$ cat config.mk
export PLATFORM = sky130hd
export DESIGN_NAME = alu
export DESIGN_NICKNAME = d
export VERILOG_FILES = /design/src/common/rv_pkg.sv /design/src/alu.sv
export VERILOG_INCLUDE_DIRS = /design/src /design/src/common
export SDC_FILE = /design/constraint.sdc
export NUM_CORES = 1
export LEC_CHECK = 0
export BUFFER_PORTS_ARGS = -buffer_cell sky130_fd_sc_hd__buf_2
export CAP_MARGIN = 20
export CORE_ASPECT_RATIO = 1.1
export CORE_MARGIN = 3
export CORE_UTILIZATION = 55
export DETAILED_ROUTE_END_ITERATION = 12
export PLACE_DENSITY_LB_ADDON = 0.12
export SLEW_MARGIN = 20
export SYNTH_ARGS = -nofsm -noshare
export SYNTH_HDL_FRONTEND = slang
export SYNTH_SLANG_ARGS = --single-unit
export TNS_END_PERCENT = 20
$ cat constraint.sdc
create_clock -name clk -period 13.65 [get_ports clk]
set_input_delay 0.6825 -clock clk [delete_from_list [all_inputs] [get_ports clk]]
set_output_delay 0.6825 -clock clk [all_outputs]
set_load 0.005 [all_outputs]
$ cat src/common/rv_defs.svh
`ifndef RV_DEFS_SVH
`define RV_DEFS_SVH

// ------------------------------------------------------------
// core and memory sizing
// ------------------------------------------------------------

// data and byte address width
`define RV_XLEN 32

// unified memory depth in 32-bit words
`define RV_MEM_WORDS 1024

// first fetch address after reset
`define RV_RESET_PC 32'h0000_0000

`endif

$ cat src/common/rv_pkg.sv
`include "rv_defs.svh"

package rv_pkg;

  typedef logic [`RV_XLEN-1:0] word_t;
  typedef logic [`RV_XLEN-1:0] addr_t;  // byte address
  typedef logic [31:0]         instr_t;
  typedef logic [4:0]          reg_idx_t;

  // major opcodes of the supported subset
  typedef enum logic [6:0] {
    OPC_OP     = 7'b0110011,
    OPC_OP_IMM = 7'b0010011,
    OPC_LOAD   = 7'b0000011,
    OPC_STORE  = 7'b0100011,
    OPC_BRANCH = 7'b1100011,
    OPC_JAL    = 7'b1101111,
    OPC_LUI    = 7'b0110111,
    OPC_SYSTEM = 7'b1110011
  } opcode_t;

  typedef enum logic [2:0] {
    ALU_ADD, ALU_SUB, ALU_AND, ALU_OR, ALU_XOR, ALU_SLT
  } alu_op_t;

  typedef enum logic [1:0] {SRC_A_PC, SRC_A_OLD_PC, SRC_A_RS1} alu_src_a_t;
  typedef enum logic [1:0] {SRC_B_RS2, SRC_B_IMM, SRC_B_FOUR} alu_src_b_t;

  typedef enum logic [1:0] {RES_ALU_OUT, RES_MEM_DATA, RES_ALU_RESULT} result_src_t;

  typedef enum logic {ADR_PC, ADR_RESULT} adr_src_t;
  typedef enum logic {PC_SRC_RESULT, PC_SRC_ALU_OUT} pc_src_t;

  // multicycle sequencer states
  typedef enum logic [3:0] {
    ST_FETCH, ST_DECODE, ST_EXECUTE_R, ST_EXECUTE_I,
    ST_MEM_ADR, ST_MEM_READ, ST_MEM_WB, ST_MEM_WRITE,
    ST_ALU_WB, ST_BRANCH, ST_JAL, ST_LUI, ST_HALT
  } cpu_state_t;

endpackage

$ cat src/alu.sv
`timescale 1ns/1ps

module alu
  import rv_pkg::*;
(
  input  logic        clk,
  input  addr_t       pc,
  input  addr_t       pc_old,
  input  word_t       rs1_q,
  input  word_t       rs2_q,
  input  word_t       imm,
  input  word_t       mem_rdata,
  input  alu_op_t     alu_op,
  input  alu_src_a_t  alu_src_a,
  input  alu_src_b_t  alu_src_b,
  input  result_src_t result_src,
  output logic        zero,
  output word_t       alu_out,
  output word_t       result
);

  word_t   src_a, src_b, alu_result, data_q;
  alu_op_t op_eff;

  always_comb begin
    case (alu_src_a)
      SRC_A_PC:     src_a = pc;
      SRC_A_OLD_PC: src_a = pc_old;
      default:      src_a = rs1_q;
    endcase
    case (alu_src_b)
      SRC_B_RS2: src_b = rs2_q;
      SRC_B_IMM: src_b = imm;
      default:   src_b = word_t'(4);
    endcase
  end

  // pc arithmetic always adds, whatever the decoded op
  assign op_eff = (alu_src_a == SRC_A_RS1) ? alu_op : ALU_ADD;

  always_comb begin
    case (op_eff)
      ALU_SUB: alu_result = src_a - src_b;
      ALU_AND: alu_result = src_a & src_b;
      ALU_OR:  alu_result = src_a | src_b;
      ALU_XOR: alu_result = src_a ^ src_b;
      ALU_SLT: alu_result = word_t'($signed(src_a) < $signed(src_b));
      default: alu_result = src_a + src_b;
    endcase
  end

  assign zero = (alu_result == '0);

  always_ff @(posedge clk) begin
    alu_out <= alu_result;
    data_q  <= mem_rdata;  // load data for the write-back cycle
  end

  always_comb begin
    case (result_src)
      RES_MEM_DATA:   result = data_q;
      RES_ALU_RESULT: result = alu_result;
      default:        result = alu_out;
    endcase
  end

endmodule

# Yosys cells after proc, flatten, opt, wreduce, memory -nomap -nowiden

Index checks and enable logic that the tools add are counted.

Bits in registers: 64
Output and inout port bits: 65

$add $sub $neg: 2
Magnitude comparators: 1
Eq/ne operators: 10
Multiplexer cells: 5
Bitwise operators: 3
Reductions and logical operators: 3

Operators by type and width:

| kind                                                                   | count |
|---|---|
| 32-bit case mux with 2 select lines                                    | 3 |
| 32-bit case mux with 5 select lines                                    | 1 |
| 32-bit adder                                                           | 1 |
| 32-bit AND                                                             | 1 |
| 32-bit logical NOT                                                     | 1 |
| 32-bit < comparator                                                    | 1 |
| 32-bit OR                                                              | 1 |
| 32-bit subtractor                                                      | 1 |
| 32-bit XOR                                                             | 1 |
| 2-bit by 1-bit equality test with 1-bit output (second input constant) | 3 |
| 3-bit by 2-bit equality test with 1-bit output (second input constant) | 2 |
| 3-bit equality test (second input constant)                            | 2 |
| 2-bit equality test (second input constant)                            | 2 |
| 2-bit logical NOT                                                      | 2 |
| 3-bit by 1-bit equality test with 1-bit output (second input constant) | 1 |
| 3-bit two-way mux                                                      | 1 |

# Depth between registers and ports, before layout

Depth after elaboration: 5
Gate-level depth with buffers: 19
Mapped depth without buffers: 17

# Worst setup path before layout

Ideal clock, no wire load.

Path type: input port to output port
Start point: input alu_src_b[0]
End point: output zero
Arrival: 5516 ps
Required time: 12967 ps
Path slack: 7451 ps
Stages: 19
Path buffers: 2
Cell sequence: clkbuf_1 > buf_1 > mux2i_1 > nor2_1 > ha_1 > inv_1 > fa_1 > nor2b_1 > nor2_1 > o21ba_2 > a211o_1 > a21o_1 > or4b_1 > or4_1 > or4_1 > nor4_1 > nand4bb_1 > or4_1 > nor4_2

Cells in the longest elaborated chain, start to end: 5
Elaborated cells on any way between the ends: 11

RTL lines:

| what                                                                                       | RTL line  | source |
|---|---|---|
| from (decl)                                                                                | alu.sv:15 | `input alu_src_b_t alu_src_b,` |
| 2-bit by 1-bit equality test with 1-bit output / 2-bit logical NOT (equally long branches) | alu.sv:31 | `case (alu_src_b)` |
| 32-bit case mux with 2 select lines *                                                      | alu.sv:31 |  |
| 32-bit adder, or another cell as far along                                                 | alu.sv:48 | `default: alu_result = src_a + src_b;` |
| 32-bit case mux with 5 select lines *                                                      | alu.sv:42 | `case (op_eff)` |
| net alu_result[4]                                                                          | alu.sv:22 | `word_t src_a, src_b, alu_result, data_q;` |
| 32-bit logical NOT *                                                                       | alu.sv:52 | `assign zero = (alu_result == '0);` |
| to (decl)                                                                                  | alu.sv:17 | `output logic zero,` |

Mark *: on every way through the listed nets, which the timed path passes. The rest lies on a longest branch.

# Worst setup path after layout

Start point: input alu_src_a[1]
End point: output zero

Cells in the longest elaborated chain, start to end: 5
Elaborated cells on any way between the ends: 18

RTL lines:

| what                                                                            | RTL line             | source |
|---|---|---|
| from (decl)                                                                     | alu.sv:14            | `input alu_src_a_t alu_src_a,` |
| 2-bit by 1-bit equality test with 1-bit output, or another cell as far along    | alu.sv:26            | `case (alu_src_a)` |
| 32-bit case mux with 2 select lines / 3-bit two-way mux (equally long branches) | alu.sv:26, alu.sv:39 |  |
| 32-bit adder, or another cell as far along                                      | alu.sv:48            |  |
| 32-bit case mux with 5 select lines *                                           | alu.sv:42            |  |
| net alu_result[24]                                                              | alu.sv:22            |  |
| 32-bit logical NOT *                                                            | alu.sv:52            |  |

Marked as above.

==> impl_metrics.toml <==
[placement]
hpwl_um = 25900
port_buffers = 266
place.gp.congestion = 0.996

[detailed_routing]
drc = 0
wirelength_met1_um = 13500
topRoutingLayerUsed = "met4"
ant_nets = 0
wl_um = 32500
route.met2.wl_um = 14300
wl_met3_um = 3650
detail_route.iter0.violations = 889
drt_pre_antenna_iters = 6
drt-wirelength-per-cell_um = 20.0
vias_per_cell = 6.19
routed-via-count = 10100

[clock_network]
postCtsSetupRepairBufs = 0
clock_sinks = 64
tritoncts.num_buffers = 9
root_buffer = "sky130_fd_sc_hd__clkbuf_16"
post_cts_resized = 0
tritoncts = "done"
clkTransAtPathRegs_ns = 0.05
htree_num_levels = 3
cts.hold.buffers_added = 0
ctsLongestPathBuffers = 2

[power]
comb_power_share_pct = 50.2
vdd.ir_drop.worst_mv = 0.0569
leakage_power_summed_over_all_cells_nw = 5.17
clkPwrFrac_pct = 25.8
power.net_switching_uw = 384
power.sequential.fraction_pct = 24.0
p_per_area_nw_per_um2 = 92.6
cellInternalPower_uw = 569
swShare_pct = 40.3

[timing]
setup-tns-final_ns = 0
final_period_minus_worst_setup_slack_ns = 7.10
achievable_freq_ghz = 0.141
setup_failing_eps_final = 0
worst_max_slew_pin_slew_ns = 1.01
grt_setup_unrepaired = "false"
timing.final.max_slew_violations = 0
finalCritPeriodShare_pct = 52.0
timing.max_slew.rel_slack_pct = 32.8
timing_hold_violations_final = 0

[finish]
fin_nets = 1726
final_cell_mix = "sky130_fd_sc_hd__buf_2, sky130_fd_sc_hd__nand2_1, sky130_fd_sc_hd__o21ai_0"
area_growth_syn_to_layout_pct = 19.5
nFillCells = 1385
post-route-util_pct = 67.9
drive_gt1_share_pct = 24.7
final_common_cell = "sky130_fd_sc_hd__buf_2"

[worst_setup_path]
setup_cp_type = "in2out"
cp_cell_sequence = "buf_2 > o21ai_0 > ha_1 > inv_1 > a2111oi_0 > a21oi_1 > a2111oi_0 > o31ai_1 > nand3_1 > o311ai_0 > mux2i_1 > o21ai_0 > or4_1 > nor4_2 > buf_2"
setup.worst_path.start_class = "primary input"
critical-path-max-stage-delay_ns = 0.89
cp_max_fo = 68
critical_path.n_buffers_inverters = 3
critical_path.slowest_cell = "sky130_fd_sc_hd__a2111oi_0"
path_delay_family = "compound AO/OA/AOI/OAI gates"
critical_path_arrival_ns = 6.41
cp_data_required_time_ns = 12.97
worst_setup_path_end_kind = "output port"

[logic_synthesis]
synthesis.yosys.warnings = 0
synthDistinctLibCells = 81
synth_fp_nets = 1514
postSynthRegisterBits = 64
postSynthAreaPerCell_um2 = 7.11
synth-edff-count = 0
synth_cells = 1212
synth_seq_area_share_pct = 14.9
synth_ff_type = "sky130_fd_sc_hd__dfxtp_1"
post_synth_instance_area_um2 = 8610
postSynth.asyncResetShare_pct = 0

[grt]
via_count_of_the_first_global_routing_pass = 9562
first_pass_grt_wire_length_um = 50700
globalRouteOverflowTotal = 0
global_route.usage.total_pct = 36.4
number_of_antenna_violations_at_the_first_check_in_global_routing = 1
grt_start_max_net_pins = 69

[flow_run]
maxCapViolCount = 0

[floorplanning]
die-width_um = 125
die-area_um2 = 17200
core_area_um2 = 15200
std_cell_rows = 47
die_y_um = 137
design.portCount = 267
start_util_pct = 56.8

[min_path]
hold_path_class = "in2reg"

[status]
outcome = "completed"
[per-layer routing]
metal / GRT usage [%] / up-vias
met5: 0 / -
met4: 12.9 / 0
met3: 8.30 / 71
met2: 59.3 / 625
met1: 47.6 / 4553
li1: - / 4811
[path summary, 6_finish.rpt]
kind	endpoint	cells after the start	startpoint	slack, ns
setup / recovery	zero	15	alu_src_a[1]	6.55
hold / removal	data_q[9]$_DFF_P_	1	mem_rdata[9]	0.45
[final cells by class]
| class | count | area (µm²) | area share (%) |
|---|---|---|---|
| Multi-Input combinational cell | 968 | 6640 | 64.5 |
| Timing Repair Buffer | 277 | 1410 | 13.7 |
| Antenna cell | 1 | 2.50 | 0.0243 |
| Clock inverter | 5 | 80.1 | 0.778 |
| Sequential cell | 64 | 1280 | 12.4 |
| Clock buffer | 11 | 243 | 2.36 |
| Inverter | 104 | 390 | 3.79 |
| Tap cell | 196 | 245 | 2.38 |
[registers in the layout, summed over array words and instances (netlist names)]
name and count:
alu_out 32, data_q 32
[metrics by stage]
step | setup slack (ns) | area, µm² | hold slack, ns | power (mW) | instances
after floorplan | 7.45 | 8610 | 0.710 | 0.529 | 1212
after global placement | 6.68 | 9970 | 0.784 | 0.690 | 1609
after detailed placement | 6.64 | 9970 | 0.786 | 0.695 | 1609
after CTS | 6.64 | 10300 | 0.445 | 0.942 | 1625
after global routing | 6.12 | 10300 | 0.442 | 1.01 | 1626
final | 6.55 | 10300 | 0.451 | 0.954 | 1626
[power by group through the flow]
| stage | sequential, mW | clock, mW | combinational, mW |
|---|---|---|---|
| 2_1_floorplan | 0.233 | 0 | 0.295 |
| 3_3_place_gp | 0.231 | 0 | 0.460 |
| 3_5_place_dp | 0.232 | 0 | 0.463 |
| 4_1_cts | 0.229 | 0.247 | 0.466 |
| 5_1_grt | 0.232 | 0.256 | 0.525 |
| 6_report | 0.229 | 0.246 | 0.479 |
[cells by family (layout without fill, tap and decap cells)]
kind of cell / Yosys count / after routing / share of synthesized area, %
AOI/OAI and AO/OA: 410 / 410 / 31.8
xor gates and xnor gates: 1 / 1 / 0.102
adders and majority gates: 100 / 100 / 14.7
buffers and inverters: 180 / 397 / 8.18
DFF: 64 / 64 / 14.9
muxes: 69 / 69 / 8.05
other: 0 / 1 / 0
and+or+nand+nor: 388 / 388 / 22.3
[cells in the mapped netlist (all sizes together), types with 7 or more instances]
master,count,share of area (%)
or3,14,1.0
and2,7,0.51
a21o,18,1.6
a211oi,10,0.87
nor2,83,3.6
inv,104,4.5
nand3,23,1.3
nand2,123,5.4
o211ai,21,1.8
nand2b,9,0.65
o21ai,115,6.7
mux2i,67,7.8
a221oi,8,0.81
nor2b,12,0.87
ha,98,14
o31a,7,0.71
buf,20,1.2
a211o,10,1.0
o21bai,10,0.87
clkbuf,56,2.4
a22oi,33,2.9
o22ai,7,0.51
nor3,23,1.3
or2,44,3.2
o31ai,10,0.87
a21oi,75,4.4
dfxtp,64,15
a31oi,15,1.1
nor4,11,0.87
Power figures use the tool's default switching activity.
