===== src/common/rv_defs.svh =====
`ifndef RV_DEFS_SVH
`define RV_DEFS_SVH

// ------------------------------------------------------------
// core and memory sizing
// ------------------------------------------------------------

// data and byte address width
`define RV_XLEN 32

// unified memory depth in 32-bit words
`define RV_MEM_WORDS 1024

// first fetch address after reset
`define RV_RESET_PC 32'h0000_0000

`endif


===== src/common/rv_pkg.sv =====
`include "rv_defs.svh"

package rv_pkg;

  typedef logic [`RV_XLEN-1:0] word_t;
  typedef logic [`RV_XLEN-1:0] addr_t;  // byte address
  typedef logic [31:0]         instr_t;
  typedef logic [4:0]          reg_idx_t;

  // major opcodes of the supported subset
  typedef enum logic [6:0] {
    OPC_OP     = 7'b0110011,
    OPC_OP_IMM = 7'b0010011,
    OPC_LOAD   = 7'b0000011,
    OPC_STORE  = 7'b0100011,
    OPC_BRANCH = 7'b1100011,
    OPC_JAL    = 7'b1101111,
    OPC_LUI    = 7'b0110111,
    OPC_SYSTEM = 7'b1110011
  } opcode_t;

  typedef enum logic [2:0] {
    ALU_ADD, ALU_SUB, ALU_AND, ALU_OR, ALU_XOR, ALU_SLT
  } alu_op_t;

  typedef enum logic [1:0] {SRC_A_PC, SRC_A_OLD_PC, SRC_A_RS1} alu_src_a_t;
  typedef enum logic [1:0] {SRC_B_RS2, SRC_B_IMM, SRC_B_FOUR} alu_src_b_t;

  typedef enum logic [1:0] {RES_ALU_OUT, RES_MEM_DATA, RES_ALU_RESULT} result_src_t;

  typedef enum logic {ADR_PC, ADR_RESULT} adr_src_t;
  typedef enum logic {PC_SRC_RESULT, PC_SRC_ALU_OUT} pc_src_t;

  // multicycle sequencer states
  typedef enum logic [3:0] {
    ST_FETCH, ST_DECODE, ST_EXECUTE_R, ST_EXECUTE_I,
    ST_MEM_ADR, ST_MEM_READ, ST_MEM_WB, ST_MEM_WRITE,
    ST_ALU_WB, ST_BRANCH, ST_JAL, ST_LUI, ST_HALT
  } cpu_state_t;

endpackage


===== src/common/mem_bus_if.sv =====
`timescale 1ns/1ps

// one requester's port on the shared memory bus
interface mem_bus_if
  import rv_pkg::*;
();

  logic  req;    // level, held until granted
  logic  we;
  addr_t addr;
  word_t wdata;
  word_t rdata;  // valid in the granted cycle
  logic  gnt;

  modport requester (output req, we, addr, wdata, input rdata, gnt);
  modport arbiter   (input req, we, addr, wdata, output rdata, gnt);

endinterface


===== src/mem_arbiter.sv =====
`timescale 1ns/1ps

module mem_arbiter
  import rv_pkg::*;
(
  input  logic       clk,
  input  logic       arst_n,
  mem_bus_if.arbiter load_bus,
  mem_bus_if.arbiter data_bus,
  mem_bus_if.arbiter fetch_bus,
  output logic       mem_we,
  output addr_t      mem_addr,
  output word_t      mem_wdata,
  input  word_t      mem_rdata,
  output logic       core_write
);

  logic [2:0]  grant;           // fetch, data, load

  // load beats data and data beats fetch
  assign grant[0] = load_bus.req;
  assign grant[1] = data_bus.req && !load_bus.req;
  assign grant[2] = fetch_bus.req && !load_bus.req && !data_bus.req;

  assign load_bus.gnt  = grant[0];
  assign data_bus.gnt  = grant[1];
  assign fetch_bus.gnt = grant[2];

  assign load_bus.rdata  = mem_rdata;
  assign data_bus.rdata  = mem_rdata;
  assign fetch_bus.rdata = mem_rdata;

  always_comb begin
    mem_we    = 1'b0;
    mem_addr  = fetch_bus.addr;
    mem_wdata = fetch_bus.wdata;
    if (grant[0]) begin
      mem_we    = load_bus.we;
      mem_addr  = load_bus.addr;
      mem_wdata = load_bus.wdata;
    end else if (grant[1]) begin
      mem_we    = data_bus.we;
      mem_addr  = data_bus.addr;
      mem_wdata = data_bus.wdata;
    end else if (grant[2]) begin
      mem_we    = fetch_bus.we;
    end
  end

  assign core_write = grant[1] && data_bus.we;

endmodule


===== src/flat_wrapper.sv =====
// flat-port wrapper written by rule: the top's interface ports become plain ports
module mem_arbiter_flat import rv_pkg::*;
  (clk, arst_n, mem_we, mem_addr, mem_wdata, mem_rdata, core_write, load_bus_req, load_bus_we, load_bus_addr, load_bus_wdata, load_bus_rdata, load_bus_gnt, data_bus_req, data_bus_we, data_bus_addr, data_bus_wdata, data_bus_rdata, data_bus_gnt, fetch_bus_req, fetch_bus_we, fetch_bus_addr, fetch_bus_wdata, fetch_bus_rdata, fetch_bus_gnt);
  mem_bus_if load_bus_i ();
  mem_bus_if data_bus_i ();
  mem_bus_if fetch_bus_i ();
  input  logic clk;
  input  logic arst_n;
  output logic mem_we;
  output addr_t mem_addr;
  output word_t mem_wdata;
  input  word_t mem_rdata;
  output logic core_write;
  input wire logic [$bits(load_bus_i.req)-1:0] load_bus_req;
  input wire logic [$bits(load_bus_i.we)-1:0] load_bus_we;
  input wire logic [$bits(load_bus_i.addr)-1:0] load_bus_addr;
  input wire logic [$bits(load_bus_i.wdata)-1:0] load_bus_wdata;
  output wire logic [$bits(load_bus_i.rdata)-1:0] load_bus_rdata;
  output wire logic [$bits(load_bus_i.gnt)-1:0] load_bus_gnt;
  input wire logic [$bits(data_bus_i.req)-1:0] data_bus_req;
  input wire logic [$bits(data_bus_i.we)-1:0] data_bus_we;
  input wire logic [$bits(data_bus_i.addr)-1:0] data_bus_addr;
  input wire logic [$bits(data_bus_i.wdata)-1:0] data_bus_wdata;
  output wire logic [$bits(data_bus_i.rdata)-1:0] data_bus_rdata;
  output wire logic [$bits(data_bus_i.gnt)-1:0] data_bus_gnt;
  input wire logic [$bits(fetch_bus_i.req)-1:0] fetch_bus_req;
  input wire logic [$bits(fetch_bus_i.we)-1:0] fetch_bus_we;
  input wire logic [$bits(fetch_bus_i.addr)-1:0] fetch_bus_addr;
  input wire logic [$bits(fetch_bus_i.wdata)-1:0] fetch_bus_wdata;
  output wire logic [$bits(fetch_bus_i.rdata)-1:0] fetch_bus_rdata;
  output wire logic [$bits(fetch_bus_i.gnt)-1:0] fetch_bus_gnt;
  assign load_bus_i.req = load_bus_req;
  assign load_bus_i.we = load_bus_we;
  assign load_bus_i.addr = load_bus_addr;
  assign load_bus_i.wdata = load_bus_wdata;
  assign load_bus_rdata = load_bus_i.rdata;
  assign load_bus_gnt = load_bus_i.gnt;
  assign data_bus_i.req = data_bus_req;
  assign data_bus_i.we = data_bus_we;
  assign data_bus_i.addr = data_bus_addr;
  assign data_bus_i.wdata = data_bus_wdata;
  assign data_bus_rdata = data_bus_i.rdata;
  assign data_bus_gnt = data_bus_i.gnt;
  assign fetch_bus_i.req = fetch_bus_req;
  assign fetch_bus_i.we = fetch_bus_we;
  assign fetch_bus_i.addr = fetch_bus_addr;
  assign fetch_bus_i.wdata = fetch_bus_wdata;
  assign fetch_bus_rdata = fetch_bus_i.rdata;
  assign fetch_bus_gnt = fetch_bus_i.gnt;
  mem_arbiter u_core (.clk(clk), .arst_n(arst_n), .load_bus(load_bus_i), .data_bus(data_bus_i), .fetch_bus(fetch_bus_i), .mem_we(mem_we), .mem_addr(mem_addr), .mem_wdata(mem_wdata), .mem_rdata(mem_rdata), .core_write(core_write));
endmodule

===== config.mk =====
export PLATFORM = sky130hd
export DESIGN_NAME = mem_arbiter_flat
export DESIGN_NICKNAME = d
export VERILOG_FILES = /design/src/common/rv_pkg.sv /design/src/common/mem_bus_if.sv /design/src/mem_arbiter.sv /design/src/flat_wrapper.sv
export VERILOG_INCLUDE_DIRS = /design/src /design/src/common
export SDC_FILE = /design/constraint.sdc
export NUM_CORES = 1
export LEC_CHECK = 0
export BUFFER_PORTS_ARGS = -buffer_cell sky130_fd_sc_hd__buf_2
export CAP_MARGIN = 10
export CORE_AREA = 2 2 153 155
export DETAILED_ROUTE_END_ITERATION = 16
export DIE_AREA = 0 0 155 157
export GPL_ROUTABILITY_DRIVEN = 0
export GPL_TIMING_DRIVEN = 0
export SYNTH_ARGS = -nofsm -noshare
export SYNTH_HDL_FRONTEND = slang
export SYNTH_SLANG_ARGS = --single-unit

===== constraint.sdc =====
create_clock -name vclk -period 0.9
set_clock_uncertainty 0.05 [all_clocks]
set_input_delay 0.09 -clock vclk [all_inputs]
set_output_delay 0.09 -clock vclk [all_outputs]
set_load 0.01 [all_outputs]

**Word-level counts from Yosys, hierarchy flattened**

Cells that the tools add are included.

- Logic and storage cells: 13
- Input bits: 232
- Register bits: 0

- Muxes and demuxes: 7
- Reductions and logical operators: 6

Operator list:

| kind | number |
|---|---|
| 2-to-1 mux 32 bit | 4 |
| logical AND 1 bit | 4 |
| 2-to-1 mux 1 bit | 3 |
| zero test 1 bit | 2 |

**Depth between registers and ports, before layout**

- Depth after elaboration: 6
- Depth in mapped cells: 5
- Depth with buffers taken out: 2

**Worst setup path before layout**

Ideal clock, no wire load.

- Path kind: input-to-output
- Start: input data_bus_req
- End: output fetch_bus_gnt
- Arrival: 0.801 ns
- Slack: -0.041 ns
- Stages on the path: 4
- Path through: buf_6 buf_12 buf_8 nor3b_1

- Cells in the longest elaborated chain, start to end: 2

Ends and longest elaborated chain:

| what | line | text |
|---|---|---|
| start: declaration | flat_wrapper.sv:20 | `input wire logic [$bits(data_bus_i.req)-1:0] data_bus_req;` |
| zero test 1 bit | mem_arbiter.sv:23 | `assign grant[2] = fetch_bus.req && !load_bus.req && !data_bus.req;` |
| logical AND 1 bit | mem_arbiter.sv:23 |  |
| end: declaration | flat_wrapper.sv:31 | `output wire logic [$bits(fetch_bus_i.gnt)-1:0] fetch_bus_gnt;` |

Every way passes these cells.

**Worst setup path after layout**

- Start: input data_bus_req
- End: output mem_wdata[30]

- Cells in the longest elaborated chain, start to end: 3

Ends and longest elaborated chain:

| what | line | text |
|---|---|---|
| logical AND 1 bit | mem_arbiter.sv:22 | `assign grant[1] = data_bus.req && !load_bus.req;` |
| 2-to-1 mux 32 bit | mem_arbiter.sv:41 | `end else if (grant[1]) begin` |
| 2-to-1 mux 32 bit | mem_arbiter.sv:37 | `if (grant[0]) begin` |
| end: declaration | flat_wrapper.sv:11 | `output word_t mem_wdata;` |

Every way passes these cells.

==> flow_summary.json <==
{
  "relSlewSlack_pct": 87.5,
  "yosys.area.top_type": "buf_4",
  "drc": 0,
  "top_layer": "met4",
  "holdBufCountCts": 0,
  "pwr-share-seq_pct": 0,
  "die_w_um": 155,
  "cp.required_ns": 0.76,
  "die_h_um": 157,
  "fp-row-count": 55,
  "synth_top_area_share_pct": 33.6,
  "endpoint_kind": "primary output",
  "wirelength_mm": 12.7,
  "power.switching_mw": 1.06,
  "setup_ws_ns": -0.174,
  "layout-drive-gt1-share_pct": 73.4,
  "synth_seq_area_share_pct": 0,
  "crit_family": "buffers and inverters",
  "power_frac_clock_pct": 0,
  "antenna_found_initial": 0,
  "dr.pass1.iters": 5,
  "crit_type": "primary input to primary output",
  "dieArea_um2": 24300,
  "met2_length_mm": 7.03,
  "track_usage_pct": 8.80,
  "rsz0062_at_grt": "yes",
  "yosysWarnings": 0,
  "crit_top_cell": "buf_12",
  "fin_util_pct": 21.3,
  "synthTopCellsByArea": "buf_4 34%, mux2i_1 30%, nand2_1 11%",
  "wl_met1_mm": 4.55,
  "min-delay-start": "mem_rdata[25]",
  "nets": 927,
  "drtAntennaViolNets": 0,
  "hold_class": "primary input to primary output",
  "n_fill_cell": 2552,
  "cp_slowest_cell": "o21ai_1",
  "initial_core_util_pct": 9.62,
  "synth_cells": 318,
  "min_to": "data_bus_rdata[25]",
  "worst_slew_pin_slew_ns": 0.182,
  "drtIter0Drc": 119,
  "dpl_cell_area_um2": 4340,
  "stdcell_area_um2": 4790,
  "crit_path_start_kind": "primary input",
  "pin_count": 397,
  "status": "finished, violations left",
  "num_vias": 3454,
  "syn-cell-area_um2": 2170,
  "whs_ns": 0.313,
  "hold_depth": 2,
  "grt_max_degree": 11,
  "crit_chain": "buf_12 -> buf_12 -> buf_12 -> mux2i_1 -> o21ai_1 -> buf_4",
  "io_buffer_count": 362,
  "setup_viol": 68,
  "wl_met3_mm": 1.01,
  "wl_per_cell_um": 13.0,
  "hpwlAfterDp_mm": 10.8,
  "power.density_nw_per_um2": 507,
  "antenna_cells": 0,
  "switching_share_pct": 43.5,
  "area_growth_pct": 121,
  "grt_pass1_vias": 3238,
  "synth.distinct_cells": 16,
  "avgSynthCellArea_um2": 6.81,
  "cp_max_fo": 7,
  "vias_per_cell": 3.53,
  "seqCellArea_um2": 0,
  "grt_pass1_wl_mm": 16.9,
  "ir_drop_mv": 0.162,
  "comb_power_share_pct": 100.0,
  "drv_slew": 0,
  "core_um2": 22500,
  "fmax_mhz": 931,
  "syn_nets": 550,
  "clkbuf_count": 0,
  "final.period_utilization_pct": 119,
  "p_leak_nw": 2.83,
  "fin_tns_setup_ns": -6.33,
  "grt_overflow": 0,
  "seq_cell_count": 0,
  "cp_num_buf_inv": 4,
  "violations": "negative setup slack",
  "crit_arrival_ns": 0.93,
  "min_period_ns": 1.07,
  "finalHoldViolCount": 0,
  "cpPeakStageDelay_ns": 0.16,
  "intPower_mw": 1.37,
  "cap_violations": 0
}
==> kinds of logic (layout without fill, tap and decap cells) <==
group | count (synthesis) | count (layout) | share of synthesized area, %
AOI/OAI and AO/OA | 66 | 66 | 15.4
and+or+nand+nor | 69 | 69 | 13.2
buffers and inverters | 119 | 494 | 41.8
muxes | 64 | 64 | 29.6
==> power groups by stage <==
stage / clock, mW / sequential (mW) / combinational [mW]
3_3_place_gp: 0 / 0 / 2.17
4_1_cts: 0 / 0 / 2.40
2_1_floorplan: 0 / 0 / 1.14
6_report: 0 / 0 / 2.43
5_1_grt: 0 / 0 / 2.62
3_5_place_dp: 0 / 0 / 2.18
==> how the worst max path moves through the flow <==
stage	start	end	slack, ns	cells past startpoint
after floorplan	data_bus_req	mem_wdata[24]	-0.03	5
after global placement	load_bus_req	mem_wdata[5]	-0.62	6
after detailed placement	load_bus_req	mem_wdata[5]	-0.63	6
after CTS	data_bus_req	mem_wdata[17]	-0.18	6
after global routing	data_bus_req	mem_wdata[16]	-0.23	6
final	data_bus_req	mem_wdata[30]	-0.17	6
==> area by class of cell <==
class,instances,area (µm²),area share [%]
Buffer,118,1010,21.1
Multi-Input combinational cell,199,1340,27.9
Tap cell,285,357,7.45
Timing Repair Buffer,376,2080,43.5
==> routing by layer <==
layer  global-route usage [%]  up-vias
met2                     19.0      247
li1                         -     1727
met5                        0        -
met4                    0.838        0
met3                    0.881       10
met1                     9.28     1470
==> cell usage after synthesis, drive strengths merged <==
library cell / instances
buf: 115
mux2i: 64
nand2: 64
o21ai: 64
clkbuf: 4
a21oi: 2
nor2b: 2
and2: 1
nand3b: 1
nor3b: 1
==> cell usage in the layout, fill, tap and decap left out, types with 2 or more instances in the layout <==
cell        n
buf_12      9
mux2i_1    57
nand2_1    63
buf_4     104
mux2i_4     2
o21ai_0    15
buf_2     361
buf_16      4
o21ai_1    46
buf_6       7
o21ai_2     3
buf_8       4
mux2i_2     5
clkbuf_4    2
==> what timing repair did <==
item / CTS / global route
gates resized for setup: 57 / 18
setup endpoints to repair: 68 / 68
buffers inserted: 5 / 3
pin swaps: 1 / 4
cloned: 5 / 1
==> stage by stage <==
step / total power, mW / cells / setup slack [ns]
2_1_floorplan: 1.14 / 318 / -0.0320
3_3_place_gp: 2.17 / 965 / -0.618
3_5_place_dp: 2.18 / 965 / -0.629
4_1_cts: 2.40 / 975 / -0.181
5_1_grt: 2.62 / 978 / -0.233
6_report: 2.43 / 978 / -0.174
Power figures use the tool's default switching activity.
