`src/common/rv_defs.svh`:
```
`ifndef RV_DEFS_SVH
`define RV_DEFS_SVH

// ------------------------------------------------------------
// core and memory sizing
// ------------------------------------------------------------

// data and byte address width
`define RV_XLEN 32

// unified memory depth in 32-bit words
`define RV_MEM_WORDS 1024

// first fetch address after reset
`define RV_RESET_PC 32'h0000_0000

`endif

```
`src/common/rv_pkg.sv`:
```
`include "rv_defs.svh"

package rv_pkg;

  typedef logic [`RV_XLEN-1:0] word_t;
  typedef logic [`RV_XLEN-1:0] addr_t;  // byte address
  typedef logic [31:0]         instr_t;
  typedef logic [4:0]          reg_idx_t;

  // major opcodes of the supported subset
  typedef enum logic [6:0] {
    OPC_OP     = 7'b0110011,
    OPC_OP_IMM = 7'b0010011,
    OPC_LOAD   = 7'b0000011,
    OPC_STORE  = 7'b0100011,
    OPC_BRANCH = 7'b1100011,
    OPC_JAL    = 7'b1101111,
    OPC_LUI    = 7'b0110111,
    OPC_SYSTEM = 7'b1110011
  } opcode_t;

  typedef enum logic [2:0] {
    ALU_ADD, ALU_SUB, ALU_AND, ALU_OR, ALU_XOR, ALU_SLT
  } alu_op_t;

  typedef enum logic [1:0] {SRC_A_PC, SRC_A_OLD_PC, SRC_A_RS1} alu_src_a_t;
  typedef enum logic [1:0] {SRC_B_RS2, SRC_B_IMM, SRC_B_FOUR} alu_src_b_t;

  typedef enum logic [1:0] {RES_ALU_OUT, RES_MEM_DATA, RES_ALU_RESULT} result_src_t;

  typedef enum logic {ADR_PC, ADR_RESULT} adr_src_t;
  typedef enum logic {PC_SRC_RESULT, PC_SRC_ALU_OUT} pc_src_t;

  // multicycle sequencer states
  typedef enum logic [3:0] {
    ST_FETCH, ST_DECODE, ST_EXECUTE_R, ST_EXECUTE_I,
    ST_MEM_ADR, ST_MEM_READ, ST_MEM_WB, ST_MEM_WRITE,
    ST_ALU_WB, ST_BRANCH, ST_JAL, ST_LUI, ST_HALT
  } cpu_state_t;

endpackage

```
`src/decode_regfile.sv`:
```
`timescale 1ns/1ps

module decode_regfile
  import rv_pkg::*;
(
  input  logic       clk,
  input  logic       arst_n,
  input  instr_t     instr,
  input  logic       reg_write,
  input  word_t      result,
  output opcode_t    opcode,
  output logic [2:0] funct3,
  output alu_op_t    alu_op,
  output word_t      imm,
  output word_t      rs1_q,
  output word_t      rs2_q
);

  word_t    regs [32];
  reg_idx_t rs1_idx, rs2_idx, rd_idx;
  word_t    rs1_d, rs2_d;

  assign opcode  = opcode_t'(instr[6:0]);
  assign funct3  = instr[14:12];
  assign rs1_idx = (opcode == OPC_LUI) ? '0 : instr[19:15];  // lui adds to x0
  assign rs2_idx = instr[24:20];
  assign rd_idx  = instr[11:7];

  // ------------------------------------------------------------
  // immediates
  // ------------------------------------------------------------
  always_comb begin
    case (opcode)
      OPC_OP_IMM, OPC_LOAD: imm = {{20{instr[31]}}, instr[31:20]};
      OPC_STORE:  imm = {{20{instr[31]}}, instr[31:25], instr[11:7]};
      OPC_BRANCH: imm = {{19{instr[31]}}, instr[31], instr[7], instr[30:25],
                         instr[11:8], 1'b0};
      OPC_JAL:    imm = {{11{instr[31]}}, instr[31], instr[19:12], instr[20],
                         instr[30:21], 1'b0};
      OPC_LUI:    imm = {instr[31:12], 12'h000};
      default:    imm = '0;
    endcase
  end

  // alu operation from opcode and funct fields
  always_comb begin
    alu_op = ALU_ADD;  // loads, stores, jal, lui
    case (opcode)
      OPC_OP, OPC_OP_IMM: begin
        case (funct3)
          3'b000:  alu_op = (opcode == OPC_OP && instr[30]) ? ALU_SUB : ALU_ADD;
          3'b010:  alu_op = ALU_SLT;
          3'b100:  alu_op = ALU_XOR;
          3'b110:  alu_op = ALU_OR;
          3'b111:  alu_op = ALU_AND;
          default: alu_op = ALU_ADD;
        endcase
      end
      OPC_BRANCH: alu_op = ALU_SUB;  // compare via zero flag
      default: ;
    endcase
  end

  // ------------------------------------------------------------
  // register file, x0 reads as zero
  // ------------------------------------------------------------
  always_ff @(posedge clk) begin
    if (reg_write && rd_idx != '0) regs[rd_idx] <= result;
  end

  assign rs1_d = (rs1_idx == '0) ? '0 : regs[rs1_idx];
  assign rs2_d = (rs2_idx == '0) ? '0 : regs[rs2_idx];

  // operand registers, stable while the instruction executes
  always_ff @(posedge clk or negedge arst_n) begin
    if (!arst_n) begin
      rs1_q <= '0;
      rs2_q <= '0;
    end else begin
      rs1_q <= rs1_d;
      rs2_q <= rs2_d;
    end
  end

endmodule

```
`config.mk`:
```
export PLATFORM = sky130hd
export DESIGN_NAME = decode_regfile
export DESIGN_NICKNAME = d
export VERILOG_FILES = /design/src/common/rv_pkg.sv /design/src/decode_regfile.sv
export VERILOG_INCLUDE_DIRS = /design/src /design/src/common
export SDC_FILE = /design/constraint.sdc
export NUM_CORES = 2
export LEC_CHECK = 0
export ABC_CLOCK_PERIOD_IN_PS = 4200
export CAP_MARGIN = 0
export CORE_AREA = 2 2 411 413
export DETAILED_ROUTE_END_ITERATION = 6
export DIE_AREA = 0 0 413 415
export DONT_BUFFER_PORTS = 1
export PLACE_DENSITY_LB_ADDON = 0.25
export SLEW_MARGIN = 20
export SYNTH_ARGS = -nofsm -noshare
export SYNTH_HDL_FRONTEND = slang
export SYNTH_SLANG_ARGS = --single-unit
```
`constraint.sdc`:
```
create_clock -name clk -period 4.2 [get_ports clk]
set_clock_uncertainty 0.1 [all_clocks]
set_input_delay 0.42 -clock clk [delete_from_list [all_inputs] [get_ports clk]]
set_output_delay 0.42 -clock clk [all_outputs]
set_load 0.03 [all_outputs]
```
; Yosys cells after proc, flatten, opt, wreduce, memory -nomap -nowiden
; Memory sizes are Yosys's and may differ from the RTL's.
; Cells that the tools add are included.
[word_totals]
ff_bits = 64
ram_bits = 1024
memories = 1
elab_cells = 31
[classes]
reduce_logical = 8
muxes = 9
n_eq_ne = 11
[memory_table]
columns = name, depth, width, rd, rd_ports_with_merged_regs, wr, line_no
row1 = regs, 32, 32, 2, 0, 1, decode_regfile.sv:19  ; word_t regs [32];
[op_table]
columns = cell, n
row1 = 32-bit one-hot mux with 5 select lines, 1
row2 = 32-bit 2-to-1 mux, 2
row3 = "7-bit by 6-bit equality test with 1-bit output, second input constant", 3
row4 = 3-bit one-hot mux with 5 select lines, 1
row5 = "7-bit equality test, second input constant", 2
row6 = 5-bit logical NOT, 2
row7 = "3-bit equality test, second input constant", 3
row8 = "7-bit by 2-bit equality test with 1-bit output, second input constant", 1
row9 = "7-bit by 5-bit equality test with 1-bit output, second input constant", 1
row10 = 3-bit one-hot mux with 2 select lines, 1
row11 = 5-bit 2-to-1 mux, 1
row12 = 5-bit nonzero test, 1
row13 = 2-bit OR reduction, 2
row14 = "3-bit by 2-bit equality test with 1-bit output, second input constant", 1
row15 = 3-bit logical NOT, 1
row16 = 1-bit 2-to-1 mux, 3
row17 = 1-bit logical AND, 2

; Depth between registers and ports, before layout
[logic_depth]
depth_word = 5
depth_mapped = 10
depth_no_buf = 6

; Worst setup path after synthesis
; Ideal clock, no wire load.
[synth_path]
path_type = input port to flip-flop
startpoint = input instr[7]
endpoint = memory regs[28][0] in the netlist's numbering (enable)
cell_stages = 3
setup_slack_ns = 1.438
setup_ns = 0.421
t_required_ns = 3.679
t_arrival_ns = 2.241
path_cell_list = or2_2 clkbuf_1 nor2_1
[synth_between]
elab_chain_len = 4
[synth_lines]
columns = item, line_no
row1 = from (decl), decode_regfile.sv:8  ; input instr_t instr,
row2 = 5-bit nonzero test, decode_regfile.sv:68  ; if (reg_write && rd_idx != '0) regs[rd_idx] <= result;
row3 = 1-bit logical AND, decode_regfile.sv:68
row4 = 1-bit 2-to-1 mux, decode_regfile.sv:68
row5 = 1-bit 2-to-1 mux (not written as such), decode_regfile.sv:68
row6 = to (decl), decode_regfile.sv:19
; Several ways; a longest one is shown, not always the timed one.

; Worst setup path after layout
[layout_path]
startpoint = input instr[16]
endpoint = register rs1_q[30]
[layout_between]
elab_chain_len = 3
word_cells_on_any_way = 4
cone_classes = 2 x mux / 1 x reduce/logical / 1 x memory
[layout_lines]
columns = item, line_no
row1 = 5-bit 2-to-1 mux *, decode_regfile.sv:25  ; assign rs1_idx = (opcode == OPC_LUI) ? '0 : instr[19:15];
row2 = memory read 32 x 32 bit or 5-bit logical NOT (tied branches), -
row3 = 32-bit 2-to-1 mux *, decode_regfile.sv:71  ; assign rs1_d = (rs1_idx == '0) ? '0 : regs[rs1_idx];
row4 = named net rs1_d[30], decode_regfile.sv:21  ; word_t rs1_d, rs2_d;
row5 = to (signal assigned), decode_regfile.sv:80  ; rs1_q <= rs1_d;
row6 = to (decl), decode_regfile.sv:15  ; output word_t rs1_q,
; The timed path passes the listed nets; every way through them passes the cells marked *.

==> results.md <==
STA:
- The final number of hold-violating endpoints is 0.
- The relative slew slack is about 27%.
- The worst slack on hold paths is 0.02994 ns.
- After routing, the total negative slack on setup checks comes to 0 ns.
- The number of pins with negative max-slew slack in the final report is 0.
- Setup repair after global routing left no endpoint under its margin.
- At the pin with the least slew margin, the transition time is 1.088 ns.
- The setup slack after layout is 1.489 ns.
- The routed design could run at a clock period as short as 2.711 ns.
- The final period utilization is between 60 and 70%.
- Static timing analysis puts the maximum clock frequency at 368.8 MHz.
- The count of final setup violators is 0.

Critical path:
- The startpoint-to-endpoint class of the critical path is primary input to flip-flop.
- The family with the most delay on the worst path is buffers and inverters.
- Data on the critical path arrives at its endpoint at 3.22 ns.
- The startpoint type of the worst setup path is a primary input.
- Along the worst path, the maximum fanout reaches 322.
- The signal on the critical path passes through nor2b_4 > buf_12 > a221oi_1 > a221o_1 > a21oi_1 > a2111oi_0 > dlygate4sd3_1.
- The worst setup path is captured at a flip-flop.
- Together, buffers and inverters on the worst path number 2.
- The required time at the worst-slack endpoint is 4.71 ns.
- For this run, the slowest stage of the critical path takes between 0.8 and 0.9 ns.
- The slowest stage cell on the critical path is nor2b_4.

Finish:
- The layout cell share with drive strength beyond 1 is 29.80%.
- From synthesis to final layout, the design area changed by 14.27%.
- The share of the core filled with cells in the final layout is 34.11%.
- The multi-input gate area in the final layout is 16,550 µm².
- The library cells used most frequently in the layout, excluding fill and tap cells, are edfxtp_1, mux4_2, clkbuf_16.
- Leaving out fill and tap cells, the most frequent cell in the layout is edfxtp_1.
- The filler cell count in the final layout is 15.75k.
- The number of nets in the finished design is about 2.8k.
- The sequential standard cell area is around 32,000 µm².

Detailed routing:
- The number of vias per cell after detailed routing is 5.854.
- The number of nets still failing antenna checks after routing is 0.
- The post-detailed-route wirelength per cell is 34.19 µm.
- For this run, design rule violations remaining after detail routing come to 0.
- The routed design has 172,900 µm of wire.
- The count of TritonRoute iterations in the first routing pass is 6.
- The count of vias placed by the detailed router is around 30k.
- The DRC violation total after the first TritonRoute iteration is roughly 3.6k.

Run status:
- The flow ran to the end, and the final reports show no timing, DRC or antenna violations.

Floorplanning:
- After floorplanning, the core was divided into 150 placement rows.
- For this configuration, the core starts out at a cell density of between 20% and 30%.
- The full die area is 171,400 µm².
- In this run the horizontal extent of the chip is approximately 410 µm.
- The top-level port count is between 150 and 200.
- The standard cell core area is 166,700 µm².
- The overall die height is 415 µm.

Power and ir drop:
- The share of power burned in combinational logic is under 10%.
- The total power density per cell area is 429.5 nW/µm².
- The net switching component of the power is between 0.005 and 0.006 W.
- The sequential share of power is between 50% and 60%.
- Net switching is between 20% and 30% of the power.
- The peak ir drop on the vdd network is roughly 0.00032 V.
- Of the total power, the clock network draws between 40% and 50%.
- The internal cell power is 0.01887 W.
- Summed over all cells, the static leakage comes to 17.86 nW.

Synth:
- After synthesis the cells add up to 49,750 µm².
- For this run, the leading register cell type out of synthesis is edfxtp_1.
- In this run the mean area of a mapped cell was 18.31 µm².
- The sequential element share of the synthesized area is 65.03%.
- The flip-flop and latch count after synthesis is 1,088.
- Yosys printed 0 warnings.
- Of all flip-flops after synthesis, the portion carrying an async set or reset was roughly 5.9%.
- Counting flops with a built-in enable in the synthesized netlist gives 1,024.
- Synthesis produced between 2k and 3k cells.
- The synthesized netlist contains 58 unique library cells.

Worst hold path:
- The min-delay analysis places its worst path in the category primary input to flip-flop.

GRT:
- The leftover overflow at the end of global routing is 0.
- The total track usage is 19.81%.
- The wire length of the first global-routing pass is between 200,000 and 250,000 µm.
- The number of global-route vias before repair was slightly above 30k.
- The number of antenna violations at the first check in global routing came to 15.
- The maximum number of pins on one net before global-route repair is 323.

Clock network:
- The clock latency at the later pin of the worst-skew pair is 0.74 ns.
- CTS built an H-tree with a depth of 3.
- TritonCTS created between 100 and 150 clock buffers.
- The number of gates given a new drive strength after cts is 0.
- The longest clock path from root to sink contains 3 buffers.
- CTS placed an instance of clkbuf_16 at the clock tree root.
- Clock-pin slew was measured on the worst setup and hold paths at 0.06 ns.
- The clock drives 1,088 sinks.
- TritonCTS built the clock tree.

Place:
- The count of input and output buffers is 0.
- The routability congestion estimate from global placement is 0.7983.
- The minimum setup slack after placement is 1.203 ns.
- The final HPWL from detailed placement is 92,880 µm.

Job:
- The reported max-cap violation count is 0.
area by class of cell:
cell class,instances,area share (%)
sequential,1088,56.91
multi-input combinational,1383,29.11
antenna,4,0.01761
timing repair buffer,120,2.152
inverter,45,0.2971
clock buffer,157,5.588
clock inverter,56,1.081
tap,2204,4.851
per-stage QoR:
step	total power [W]	std cells	instance area [µm²]
floorplan	0.01377	2748	49870
global placement	0.01401	4785	52490
detailed placement	0.01402	4785	52490
CTS	0.02460	5052	56920
global route	0.02510	5054	56840
finish	0.02442	5057	56850
cell families after synthesis:
kind of cell	share of synthesized area, %
AO/OA/AOI/OAI	6.527
multiplexers	23.19
other	0.007538
flip-flops	65.03
AND/OR/NAND/NOR	2.686
buffers and inverters	2.543
XOR/XNOR	0.01761
state kept, by name, indices dropped and copies added, names as in the netlist:
signal and count:
rs2_q 32, regs 1024, rs1_q 32
worst paths after layout:
| path | startpoint | to | slack (ns) | cells past startpoint |
|---|---|---|---|---|
| min in group asynchronous | arst_n | rs2_q[11]$_DFF_PN0_ | 0.18 | 2 |
| hold reg to reg | regs[28][6]$_DFFE_PP_ | rs1_q[6]$_DFF_PN0_ | 0.48 | 2 |
| hold / removal | instr[22] | rs2_q[24]$_DFF_PN0_ | 0.03 | 3 |
| max in group asynchronous | arst_n | rs2_q[26]$_DFF_PN0_ | 3.36 | 2 |
| setup / recovery | instr[16] | rs1_q[30]$_DFF_PN0_ | 1.49 | 7 |
| setup reg to reg | regs[30][4]$_DFFE_PP_ | rs2_q[4]$_DFF_PN0_ | 1.88 | 5 |
cells in the mapped netlist (all sizes together), types with 8 or more instances:
cell | count | area share [%]
o211ai | 30 | 0.45
o21a | 10 | 0.15
a22o | 29 | 0.51
o221ai | 29 | 0.51
a21oi | 57 | 0.57
o21ai | 112 | 1.1
nor2 | 100 | 0.76
a221o | 13 | 0.26
edfxtp | 1024 | 62
nor2b | 27 | 0.34
mux2 | 101 | 2.3
o32ai | 8 | 0.14
nand2 | 106 | 0.81
nand2b | 13 | 0.16
dfrtp | 64 | 3.2
inv | 43 | 0.32
o22ai | 33 | 0.41
a221oi | 37 | 0.65
and2 | 11 | 0.14
a21o | 14 | 0.21
buf | 118 | 1.3
a31oi | 24 | 0.30
mux2i | 49 | 0.99
mux4 | 440 | 20
nand3 | 17 | 0.17
o22a | 9 | 0.16
o2111ai | 20 | 0.35
clkbuf | 114 | 0.86
a2111oi | 18 | 0.32
repair_timing:
item                                   4_1_cts  5_1_grt
setup buffers                                0        0
endpoints found under the hold margin     1133        0
hold buffers                                54        0
per-layer routing:
metal | global-route usage [%] | wire (µm) | vias to the layer above
met1 | 28.16 | 73020 | 16178
met4 | 4.820 | 4123 | 2
li1 | - | - | 11513
met2 | 30.41 | 79060 | 1646
met5 | 0 | 12 | -
met3 | 4.865 | 16670 | 263
tightest hold or removal path, stage by stage:
cell,delay (ns)
mux4_2,0.16
inv_1,0.04
o21ai_1,0.18
power groups by stage:
| stage | combinational (W) | clock, W | sequential [W] |
|---|---|---|---|
| final | 0.00164 | 0.0104 | 0.0124 |
| after CTS | 0.00163 | 0.0105 | 0.0124 |
| after global routing | 0.00171 | 0.0110 | 0.0124 |
| after floorplan | 0.00122 | 0 | 0.0125 |
| after global placement | 0.00137 | 0 | 0.0126 |
| after detailed placement | 0.00137 | 0 | 0.0126 |
Note: power is estimated with default switching activity, not from simulation.
